[src/source/miner_defs.svh]
/*
 * Screen geometry, object sizes, palette and counts for the miner display.
 * Include wherever one of these constants is needed.
 */
`ifndef MINER_DEFS_SVH
`define MINER_DEFS_SVH

// screen in pixels, both fit in 6 bits
`define MINER_SCR_W         40
`define MINER_SCR_H         30

`define MINER_ITEM_W        3
`define MINER_ITEM_H        2
`define MINER_HOOK_W        2
`define MINER_HOOK_H        3

// banners sit in the middle of the screen
`define MINER_BANNER_W      20
`define MINER_BANNER_H      6
`define MINER_BANNER_X      10
`define MINER_BANNER_Y      12

`define MINER_FRAME_DIV     2048

// items per kind at level 0, one more of each per level
`define MINER_BASE_GOLD     2
`define MINER_BASE_STONE    2
`define MINER_BASE_DIAMOND  1

// 3-bit palette has eight entries, so the number bar reuses the hook color
`define MINER_COL_BG        3'b000
`define MINER_COL_STONE     3'b001
`define MINER_COL_START     3'b010
`define MINER_COL_DIAMOND   3'b011
`define MINER_COL_OVER      3'b100
`define MINER_COL_NEXT      3'b101
`define MINER_COL_GOLD      3'b110
`define MINER_COL_HOOK      3'b111
`define MINER_COL_NUM       3'b111

`define MINER_LFSR_SEED     16'hace1

`endif

[src/source/miner_pkg.sv]
/*
 * Enumerations shared by the view blocks: the drawable objects and the
 * sequencer states. Import into a module header where needed.
 */
`default_nettype none

package miner_pkg;

	// objects the painter knows how to draw
	typedef enum logic [3:0] {
		OBJ_BG,
		OBJ_GOLD,
		OBJ_STONE,
		OBJ_DIAMOND,
		OBJ_HOOK0,
		OBJ_HOOK1,
		OBJ_NUM,
		OBJ_START,
		OBJ_OVER,
		OBJ_NEXT
	} draw_obj_t;

	// view sequencer states
	typedef enum logic [4:0] {
		ST_BOOT,
		ST_CMD,
		ST_WAIT,
		ST_NEXT,
		ST_GO_WAIT,
		ST_CLEAR,
		ST_GAME,
		ST_OVER_PRESS,
		ST_OVER_RELEASE,
		ST_NEXT_PRESS,
		ST_LEVEL_UP
	} view_state_t;

endpackage

`default_nettype wire

[src/source/frame_tick.sv]
/*
 * Free-running divider that gives a one-cycle frame strobe
 * every MINER_FRAME_DIV clocks, counted from reset.
 */
`timescale 1ns/1ps
`default_nettype none

`include "miner_defs.svh"

module frame_tick (
	input  wire  clk,
	input  wire  resetn,
	output logic frame
);

	localparam int CW = $clog2(`MINER_FRAME_DIV);

	logic [CW-1:0] cnt;

	// strobe on the last count of the period
	assign frame = (cnt == CW'(`MINER_FRAME_DIV - 1));

	always_ff @(posedge clk) begin
		if (!resetn) begin
			cnt <= '0;
		end else if (frame) begin
			cnt <= '0;
		end else begin
			cnt <= cnt + 1'b1;
		end
	end

endmodule

`default_nettype wire

[src/source/item_placer.sv]
/*
 * Item positions from a Galois LFSR plus the per-kind item counts and
 * the level register. Restart with place_reset, advance with place_step.
 */
`timescale 1ns/1ps
`default_nettype none

`include "miner_defs.svh"

module item_placer import miner_pkg::*; (
	input  wire        clk,
	input  wire        resetn,
	input  wire        place_reset,
	input  wire        place_step,
	input  wire        level_up,
	input  draw_obj_t  draw_obj,
	output logic [5:0] item_x,
	output logic [5:0] item_y,
	output logic       gold_full,
	output logic       stone_full,
	output logic       diamond_full,
	output logic [3:0] level
);

	// x^16 + x^14 + x^13 + x^11 + 1
	localparam logic [15:0] TAPS = 16'hb400;
	localparam int X_SPAN = `MINER_SCR_W - `MINER_ITEM_W + 1;
	localparam int Y_MIN  = 8;
	localparam int Y_SPAN = `MINER_SCR_H - `MINER_ITEM_H - Y_MIN + 1;

	logic [15:0] lfsr;
	logic [4:0]  gold_cnt, stone_cnt, diamond_cnt;
	logic [7:0]  x_mod, y_mod;

	always_ff @(posedge clk) begin
		if (!resetn || place_reset) begin
			lfsr        <= `MINER_LFSR_SEED;
			gold_cnt    <= '0;
			stone_cnt   <= '0;
			diamond_cnt <= '0;
		end else if (place_step) begin
			lfsr <= (lfsr >> 1) ^ (lfsr[0] ? TAPS : 16'h0000);
			case (draw_obj)
				OBJ_GOLD:    gold_cnt    <= gold_cnt + 5'd1;
				OBJ_STONE:   stone_cnt   <= stone_cnt + 5'd1;
				OBJ_DIAMOND: diamond_cnt <= diamond_cnt + 5'd1;
				default:     ;
			endcase
		end
	end

	// level survives place_reset and stops at 15
	always_ff @(posedge clk) begin
		if (!resetn) begin
			level <= '0;
		end else if (level_up && level != 4'hf) begin
			level <= level + 4'd1;
		end
	end

	assign gold_full    = gold_cnt    >= 5'(`MINER_BASE_GOLD)    + {1'b0, level};
	assign stone_full   = stone_cnt   >= 5'(`MINER_BASE_STONE)   + {1'b0, level};
	assign diamond_full = diamond_cnt >= 5'(`MINER_BASE_DIAMOND) + {1'b0, level};

	// low byte picks the column, high byte the row below the hooks
	assign x_mod  = lfsr[7:0] % 8'(X_SPAN);
	assign y_mod  = lfsr[15:8] % 8'(Y_SPAN);
	assign item_x = x_mod[5:0];
	assign item_y = 6'(Y_MIN) + y_mod[5:0];

endmodule

`default_nettype wire

[src/source/rect_painter.sv]
/*
 * Solid rectangle painter. A draw_start latches the geometry of draw_obj,
 * then one pixel write per clock follows, x first, and draw_done closes it.
 */
`timescale 1ns/1ps
`default_nettype none

`include "miner_defs.svh"

module rect_painter import miner_pkg::*; (
	input  wire        clk,
	input  wire        resetn,
	input  wire        draw_start,
	input  draw_obj_t  draw_obj,
	input  wire  [5:0] item_x,
	input  wire  [5:0] item_y,
	input  wire  [3:0] level,
	output logic [5:0] pix_x,
	output logic [5:0] pix_y,
	output logic [2:0] pix_color,
	output logic       pix_we,
	output logic       draw_done
);

	logic [5:0] sel_x, sel_y, sel_w, sel_h;
	logic [2:0] sel_color;
	logic [5:0] org_x, org_y, rect_w, rect_h;
	logic [2:0] color;
	logic [5:0] x_cnt, y_cnt;
	logic       busy;

	// geometry lookup
	always_comb begin
		sel_x     = 6'(`MINER_BANNER_X);
		sel_y     = 6'(`MINER_BANNER_Y);
		sel_w     = 6'(`MINER_BANNER_W);
		sel_h     = 6'(`MINER_BANNER_H);
		sel_color = `MINER_COL_START;
		case (draw_obj)
			OBJ_BG: begin
				sel_x     = '0;
				sel_y     = '0;
				sel_w     = 6'(`MINER_SCR_W);
				sel_h     = 6'(`MINER_SCR_H);
				sel_color = `MINER_COL_BG;
			end
			OBJ_GOLD, OBJ_STONE, OBJ_DIAMOND: begin
				sel_x     = item_x;
				sel_y     = item_y;
				sel_w     = 6'(`MINER_ITEM_W);
				sel_h     = 6'(`MINER_ITEM_H);
				sel_color = (draw_obj == OBJ_GOLD)  ? `MINER_COL_GOLD :
				            (draw_obj == OBJ_STONE) ? `MINER_COL_STONE : `MINER_COL_DIAMOND;
			end
			OBJ_HOOK0, OBJ_HOOK1: begin
				sel_x     = (draw_obj == OBJ_HOOK0) ? 6'd19 : 6'd10;
				sel_y     = 6'd1;
				sel_w     = 6'(`MINER_HOOK_W);
				sel_h     = 6'(`MINER_HOOK_H);
				sel_color = `MINER_COL_HOOK;
			end
			OBJ_NUM: begin
				sel_x     = '0;
				sel_y     = '0;
				sel_w     = {2'b00, level} + 6'd1;
				sel_h     = 6'd1;
				sel_color = `MINER_COL_NUM;
			end
			OBJ_OVER: sel_color = `MINER_COL_OVER;
			OBJ_NEXT: sel_color = `MINER_COL_NEXT;
			default:  ;
		endcase
	end

	always_ff @(posedge clk) begin
		if (draw_start) begin
			org_x  <= sel_x;
			org_y  <= sel_y;
			rect_w <= sel_w;
			rect_h <= sel_h;
			color  <= sel_color;
		end
	end

	// raster walk
	always_ff @(posedge clk) begin
		if (!resetn) begin
			busy      <= 1'b0;
			draw_done <= 1'b0;
			x_cnt     <= '0;
			y_cnt     <= '0;
		end else begin
			draw_done <= 1'b0;
			if (draw_start) begin
				busy  <= 1'b1;
				x_cnt <= '0;
				y_cnt <= '0;
			end else if (busy) begin
				if (x_cnt == rect_w - 6'd1) begin
					x_cnt <= '0;
					if (y_cnt == rect_h - 6'd1) begin
						busy      <= 1'b0;
						draw_done <= 1'b1;
					end else begin
						y_cnt <= y_cnt + 6'd1;
					end
				end else begin
					x_cnt <= x_cnt + 6'd1;
				end
			end
		end
	end

	assign pix_x     = org_x + x_cnt;
	assign pix_y     = org_y + y_cnt;
	assign pix_color = color;
	assign pix_we    = busy;

endmodule

`default_nettype wire

[src/source/view_sequencer.sv]
/*
 * Screen ordering FSM. Issues one draw command at a time to the painter:
 * title, background, items, hooks, number bar, then end-of-game banners.
 */
`timescale 1ns/1ps
`default_nettype none

module view_sequencer import miner_pkg::*; (
	input  wire       clk,
	input  wire       resetn,
	input  wire       go,
	input  wire       mode,
	input  wire       game_end,
	input  wire       next_level,
	input  wire       frame,
	input  wire       draw_done,
	input  wire       gold_full,
	input  wire       stone_full,
	input  wire       diamond_full,
	output logic      draw_start,
	output draw_obj_t draw_obj,
	output logic      place_reset,
	output logic      place_step,
	output logic      level_up
);

	view_state_t state, state_d;
	draw_obj_t   obj, obj_d;
	logic        item_kind;

	assign item_kind = (obj == OBJ_GOLD) || (obj == OBJ_STONE) || (obj == OBJ_DIAMOND);
	assign draw_obj  = obj;

	always_comb begin
		state_d     = state;
		obj_d       = obj;
		draw_start  = 1'b0;
		place_reset = 1'b0;
		place_step  = 1'b0;
		level_up    = 1'b0;
		case (state)
			ST_BOOT: begin
				obj_d   = OBJ_START;
				state_d = ST_CMD;
			end
			ST_CMD: begin
				draw_start = 1'b1;
				state_d    = ST_WAIT;
			end
			// the item counter moves with the done strobe
			ST_WAIT: begin
				if (draw_done) begin
					place_step = item_kind;
					state_d    = ST_NEXT;
				end
			end
			// bookkeeping cycle, picks what follows the finished object
			ST_NEXT: begin
				state_d = ST_CMD;
				case (obj)
					OBJ_START: state_d = ST_GO_WAIT;
					OBJ_BG, OBJ_GOLD, OBJ_STONE, OBJ_DIAMOND: begin
						if (!gold_full)
							obj_d = OBJ_GOLD;
						else if (!stone_full)
							obj_d = OBJ_STONE;
						else if (!diamond_full)
							obj_d = OBJ_DIAMOND;
						else
							obj_d = OBJ_HOOK0;
					end
					OBJ_HOOK0: obj_d = mode ? OBJ_HOOK1 : OBJ_NUM;
					OBJ_HOOK1: obj_d = OBJ_NUM;
					OBJ_NUM:   state_d = ST_GAME;
					OBJ_OVER:  state_d = ST_OVER_PRESS;
					OBJ_NEXT:  state_d = ST_NEXT_PRESS;
					default:   state_d = ST_BOOT;
				endcase
			end
			ST_GO_WAIT: begin
				if (go)
					state_d = ST_CLEAR;
			end
			// placer restarts so every redraw shows the same layout
			ST_CLEAR: begin
				place_reset = 1'b1;
				obj_d       = OBJ_BG;
				state_d     = ST_CMD;
			end
			// ticks outside this state are dropped
			ST_GAME: begin
				if (game_end && !next_level) begin
					obj_d   = OBJ_OVER;
					state_d = ST_CMD;
				end else if (game_end && next_level) begin
					obj_d   = OBJ_NEXT;
					state_d = ST_CMD;
				end else if (frame) begin
					state_d = ST_CLEAR;
				end
			end
			ST_OVER_PRESS: begin
				if (go)
					state_d = ST_OVER_RELEASE;
			end
			ST_OVER_RELEASE: begin
				if (!go) begin
					obj_d   = OBJ_START;
					state_d = ST_CMD;
				end
			end
			ST_NEXT_PRESS: begin
				if (go)
					state_d = ST_LEVEL_UP;
			end
			ST_LEVEL_UP: begin
				level_up = 1'b1;
				state_d  = ST_CLEAR;
			end
			default: state_d = ST_BOOT;
		endcase
	end

	always_ff @(posedge clk) begin
		if (!resetn) begin
			state <= ST_BOOT;
			obj   <= OBJ_BG;
		end else begin
			state <= state_d;
			obj   <= obj_d;
		end
	end

endmodule

`default_nettype wire

[src/source/view_top.sv]
/*
 * Display side of the miner game. Joins the sequencer, painter, item placer
 * and frame divider and exposes the pixel-write port.
 */
`timescale 1ns/1ps
`default_nettype none

module view_top import miner_pkg::*; (
	input  wire        clk,
	input  wire        resetn,
	input  wire        go,
	input  wire        mode,
	input  wire        game_end,
	input  wire        next_level,
	output logic [5:0] pix_x,
	output logic [5:0] pix_y,
	output logic [2:0] pix_color,
	output logic       pix_we
);

	draw_obj_t  draw_obj;
	logic       draw_start, draw_done;
	logic       place_reset, place_step, level_up;
	logic       gold_full, stone_full, diamond_full;
	logic [5:0] item_x, item_y;
	logic [3:0] level;
	logic       frame;

	frame_tick u_frame_tick (
		.clk    (clk),
		.resetn (resetn),
		.frame  (frame)
	);

	item_placer u_item_placer (
		.clk          (clk),
		.resetn       (resetn),
		.place_reset  (place_reset),
		.place_step   (place_step),
		.level_up     (level_up),
		.draw_obj     (draw_obj),
		.item_x       (item_x),
		.item_y       (item_y),
		.gold_full    (gold_full),
		.stone_full   (stone_full),
		.diamond_full (diamond_full),
		.level        (level)
	);

	rect_painter u_rect_painter (
		.clk        (clk),
		.resetn     (resetn),
		.draw_start (draw_start),
		.draw_obj   (draw_obj),
		.item_x     (item_x),
		.item_y     (item_y),
		.level      (level),
		.pix_x      (pix_x),
		.pix_y      (pix_y),
		.pix_color  (pix_color),
		.pix_we     (pix_we),
		.draw_done  (draw_done)
	);

	view_sequencer u_view_sequencer (
		.clk          (clk),
		.resetn       (resetn),
		.go           (go),
		.mode         (mode),
		.game_end     (game_end),
		.next_level   (next_level),
		.frame        (frame),
		.draw_done    (draw_done),
		.gold_full    (gold_full),
		.stone_full   (stone_full),
		.diamond_full (diamond_full),
		.draw_start   (draw_start),
		.draw_obj     (draw_obj),
		.place_reset  (place_reset),
		.place_step   (place_step),
		.level_up     (level_up)
	);

endmodule

`default_nettype wire

[config.mk]
export PLATFORM = sky130hd
export DESIGN_NAME = view_top
export DESIGN_NICKNAME = d
export VERILOG_FILES = /design/src/source/miner_pkg.sv /design/src/source/frame_tick.sv /design/src/source/item_placer.sv /design/src/source/rect_painter.sv /design/src/source/view_sequencer.sv /design/src/source/view_top.sv
export VERILOG_INCLUDE_DIRS = /design/src /design/src/source
export SDC_FILE = /design/constraint.sdc
export NUM_CORES = 1
export LEC_CHECK = 0
export BUFFER_PORTS_ARGS = -buffer_cell sky130_fd_sc_hd__buf_4
export CAP_MARGIN = 20
export CORE_MARGIN = 1.5
export CORE_UTILIZATION = 30
export CTS_CLUSTER_DIAMETER = 200
export DETAILED_ROUTE_END_ITERATION = 12
export SETUP_SLACK_MARGIN = 0.02
export SLEW_MARGIN = 25
export SYNTH_ARGS = -nofsm -noshare
export SYNTH_HDL_FRONTEND = slang
export SYNTH_SLANG_ARGS = --single-unit
[constraint.sdc]
create_clock -name clk -period 3.9 [get_ports clk]
set_input_delay 0.78 -clock clk [delete_from_list [all_inputs] [get_ports clk]]
set_output_delay 0.78 -clock clk [all_outputs]
set_load 0.01 [all_outputs]
==> impl_results.md <==
* Syn_area_per_cell at 8.23 µm²
* Placed Cells incl. Taps at 1,086
* P_int at 1730 µW
* Core Footprint at 21,200 µm²
* I/O pin count at 22
* R2r endpoint: u_rect_painter.org_y[5]
* Mapped Cells at 798
* Launching point of the worst reg2reg path: u_item_placer.lfsr[12]
* Worst Tran Pin Value at 0.851 ns
* Total Routed Length at 14,900 µm
* Buf+Inv Stages, Crit Path at 1
* Initial antenna violation count at 1
* Pleak at 0.00306 µW
* Crit path DAT at 4.19 ns
* Yosys warnings at 0
* Total track usage at 0.138
* FF-to-FF path depth at 23
* Max Clock Freq at 252 MHz
* Period utilization at 1.02
* Die Width at 151 µm
* Worst reg-to-reg setup slack at -0.06 ns
* Longest Clk Path Bufs at 2
* Hold Path Depth at 1
* Final hold vios at 0
* Post-synthesis sequential area ratio at 0.317
* Routability Congestion at 0.848
* Status: finished, violations left
* Post-synth top flop: dfxtp_1
* Setup tns final at -0.0618 ns
* Worst Hold Class: flip-flop to flip-flop
* WHS at 0.439 ns
* Post-route insts no fill at 1,111
* Synth area leader: dfxtp_1
* Asr flop ratio synth at 0
* Setup-failing EPs final at 1
* Core Rows at 53
* Syn-to-layout area delta at 15.9%
* Crit-path max FO at 8
* Worst Skew at 0.00736 ns
* Critical path's slowest cell: dfxtp_4
* DR DRC count at 0
* Top cell type's share of synthesized area at 0.207
* Number of synthesized flops with an enable pin at 24
* GRT Residual Overflow at 0
* Critical path endpoint: u_rect_painter.org_y[5]
* P_sw at 766 µW
* Max-cap violations at 0
* Power per cell area at 328 nW/µm²
* Clock share of power at 0.331
* Max Slew Vio Count at 0
* H-tree depth at 3
* CTS buffer count at 9
* Tmin final at 3.96 ns
* Count leader, synth: nand2_1
* Startpoint Class: flip-flop
* Drt wl/cell at 13.4 µm
* Sw frac at 0.306
* Final core utilization at 0.359
* Root buffer cell: clkbuf_16
* Max_slew headroom at 0.432
* ANT nets after route at 0
* Largest net degree at the start of global routing at 25
* CP required at 4.13 ns
* Library cells used by synthesis at 76
* Most frequent cells after synthesis: 76 x nand2_1, 72 x nor2_1, 68 x dfxtp_1
* Failing checks: negative setup slack
* Drt pass-1 iters at 5
* Vias in the first global route at 5,186
* Kind of critical path: flip-flop to flip-flop
* Clk pin slew, worst setup/hold paths at 0.07 ns
* Top delay family on crit path: compound AO/OA/AOI/OAI gates
* Number of synthesized register bits at 92
* Via density at 5.05
* HPWL after DPL at 11,100 µm
* Die Height at 151 µm
* Combinational Power Share at 0.195
* Crit-path cells: buf_6 -> o21ba_4 -> o21ai_4 -> a21oi_2 -> or2_4 -> ha_4 -> nor2_2 -> a221o_1 -> o211ai_2 -> a21oi_2 -> xnor2_2 -> ha_2 -> nand2_1 -> mux2_4 -> a211oi_2 -> nand3_1 -> a21boi_2 -> or2_1 -> ha_4 -> xnor2_2 -> nand2_1 -> a211oi_2 -> a21o_1
* Clock sinks at 92
* Initial DRC count at 455
* Critical Path Sink Type: flip-flop
* Mapped Area at 6570 µm²
* Starting Density at 0.309
* PnR worst setup slack at -0.0618 ns
* Clk_lat worst skew at 0.35 ns
* First-pass GRT wire length at 25,300 µm
* Seq pwr share at 0.474
* CTS tree: yes
* Die area at 22,800 µm²
* Critical path depth at 23
* Net count after synthesis at 847
* VDD IR max at 0.000192 V
* Overall Power at 2500 µW
* Crit path from: u_item_placer.lfsr[12]
* Nets at 879
* Via count at 5,615
* Synth area leaders: dfxtp_1 21%, edfxtp_1 11%, ha_1 7.8%
* Share of post-route cells with drive strength above 1 at 0.150
* Critical Path Max Stage Delay at 0.37 ns
* Quantity of I/O buffers inserted on ports at 21
* RSZ-0062 raised after global routing: yes
## power by group through the flow
| stage | Clock (µW) | Sequential, µW | Combinational [µW] |
|---|---|---|---|
| 2_1_floorplan | 0 | 1150 | 380 |
| 4_1_cts | 854 | 1180 | 490 |
| 5_1_grt | 887 | 1200 | 554 |
| 3_5_place_dp | 0 | 1200 | 486 |
| 6_report | 827 | 1180 | 488 |
| 3_3_place_gp | 0 | 1200 | 483 |
## metal layers
| metal | global-route usage | share of wire | wire length (µm) | vias up |
|---|---|---|---|---|
| li1 | - | - | - | 2900 |
| met1 | 0.184 | 0.49 | 7280 | 2599 |
| met3 | 0.0295 | 0.037 | 549 | 15 |
| met5 | 0 | 0 | 0 | - |
| met4 | 0.0393 | 0.016 | 240 | 0 |
| met2 | 0.222 | 0.46 | 6790 | 101 |
## final cells by class
class	count	area [µm²]
Multi-Input combinational cell	617	4220
Tap cell	275	344
Timing Repair Buffer	66	507
Sequential cell	92	2090
Antenna cell	1	2.50
Inverter	44	165
Clock inverter	6	47.5
Fill cell	2208	13600
Clock buffer	10	229
## per-stage QoR
step	setup WS (ns)	instance area, µm²
after floorplan	-0.114	6650
after global placement	-0.0112	7210
after detailed placement	-0.123	7210
after CTS	-0.118	7540
after global routing	-0.287	7610
final	-0.0618	7610
## worst min-delay path by stage
stage	startpoint	to	slack [ns]
final	u_frame_tick.cnt[0]	u_frame_tick.cnt[0]	0.44
after global routing	u_frame_tick.cnt[0]	u_frame_tick.cnt[0]	0.48
after CTS	u_frame_tick.cnt[0]	u_frame_tick.cnt[0]	0.44
after detailed placement	u_frame_tick.cnt[0]	u_frame_tick.cnt[0]	0.43
after global placement	u_frame_tick.cnt[0]	u_frame_tick.cnt[0]	0.43
after floorplan	u_frame_tick.cnt[0]	u_frame_tick.cnt[0]	0.41
## sequential cells by signal (all words and copies together) (netlist names), 3 cells and up
name and count:
u_rect_painter.y_cnt 6, u_view_sequencer.state 4, u_frame_tick.cnt 11, u_rect_painter.x_cnt 6, u_rect_painter.rect_w 5, u_rect_painter.org_y 6
u_item_placer.lfsr 16, u_item_placer.level 4, u_item_placer.stone_cnt 5, u_rect_painter.rect_h 4, u_rect_painter.org_x 6, u_view_sequencer.draw_obj 4
u_item_placer.diamond_cnt 5, u_rect_painter.pix_color 3, u_item_placer.gold_cnt 5
## cells in the final DEF (no fill, tap or decap), types with 12 or more instances in the layout
cell      count
nand2_1      76
nor2_1       71
buf_4        64
dfxtp_1      64
a21oi_1      57
inv_1        42
xnor2_1      41
ha_1         38
o21ai_0      30
xor2_1       28
edfxtp_1     24
a21o_1       22
nand3_1      21
nand4_1      16
o211ai_1     13
nor2b_1      13
nor3_1       12
nand2b_1     12
mux2i_1      12
## cells by family (layout without fill, tap and decap cells)
kind of cell               after synthesis  in the layout  synth area share
other                                    0              1                 0
and+or+nand+nor                        276            276             0.205
AOI/OAI and AO/OA                      210            210             0.215
xor gates and xnor gates                71             71            0.0947
buffers and inverters                   89            126            0.0570
muxes                                   17             17            0.0280
DFF                                     92             92             0.317
adders and majority gates               43             43            0.0842
## repair_timing
action / CTS / global route
buffers inserted: 7 / 4
setup endpoints to repair: 2 / 3
pin swaps: 4 / 1
gates resized for setup: 1 / 15
hold buffers: 0 / 0
Power figures use the tool's default switching activity.
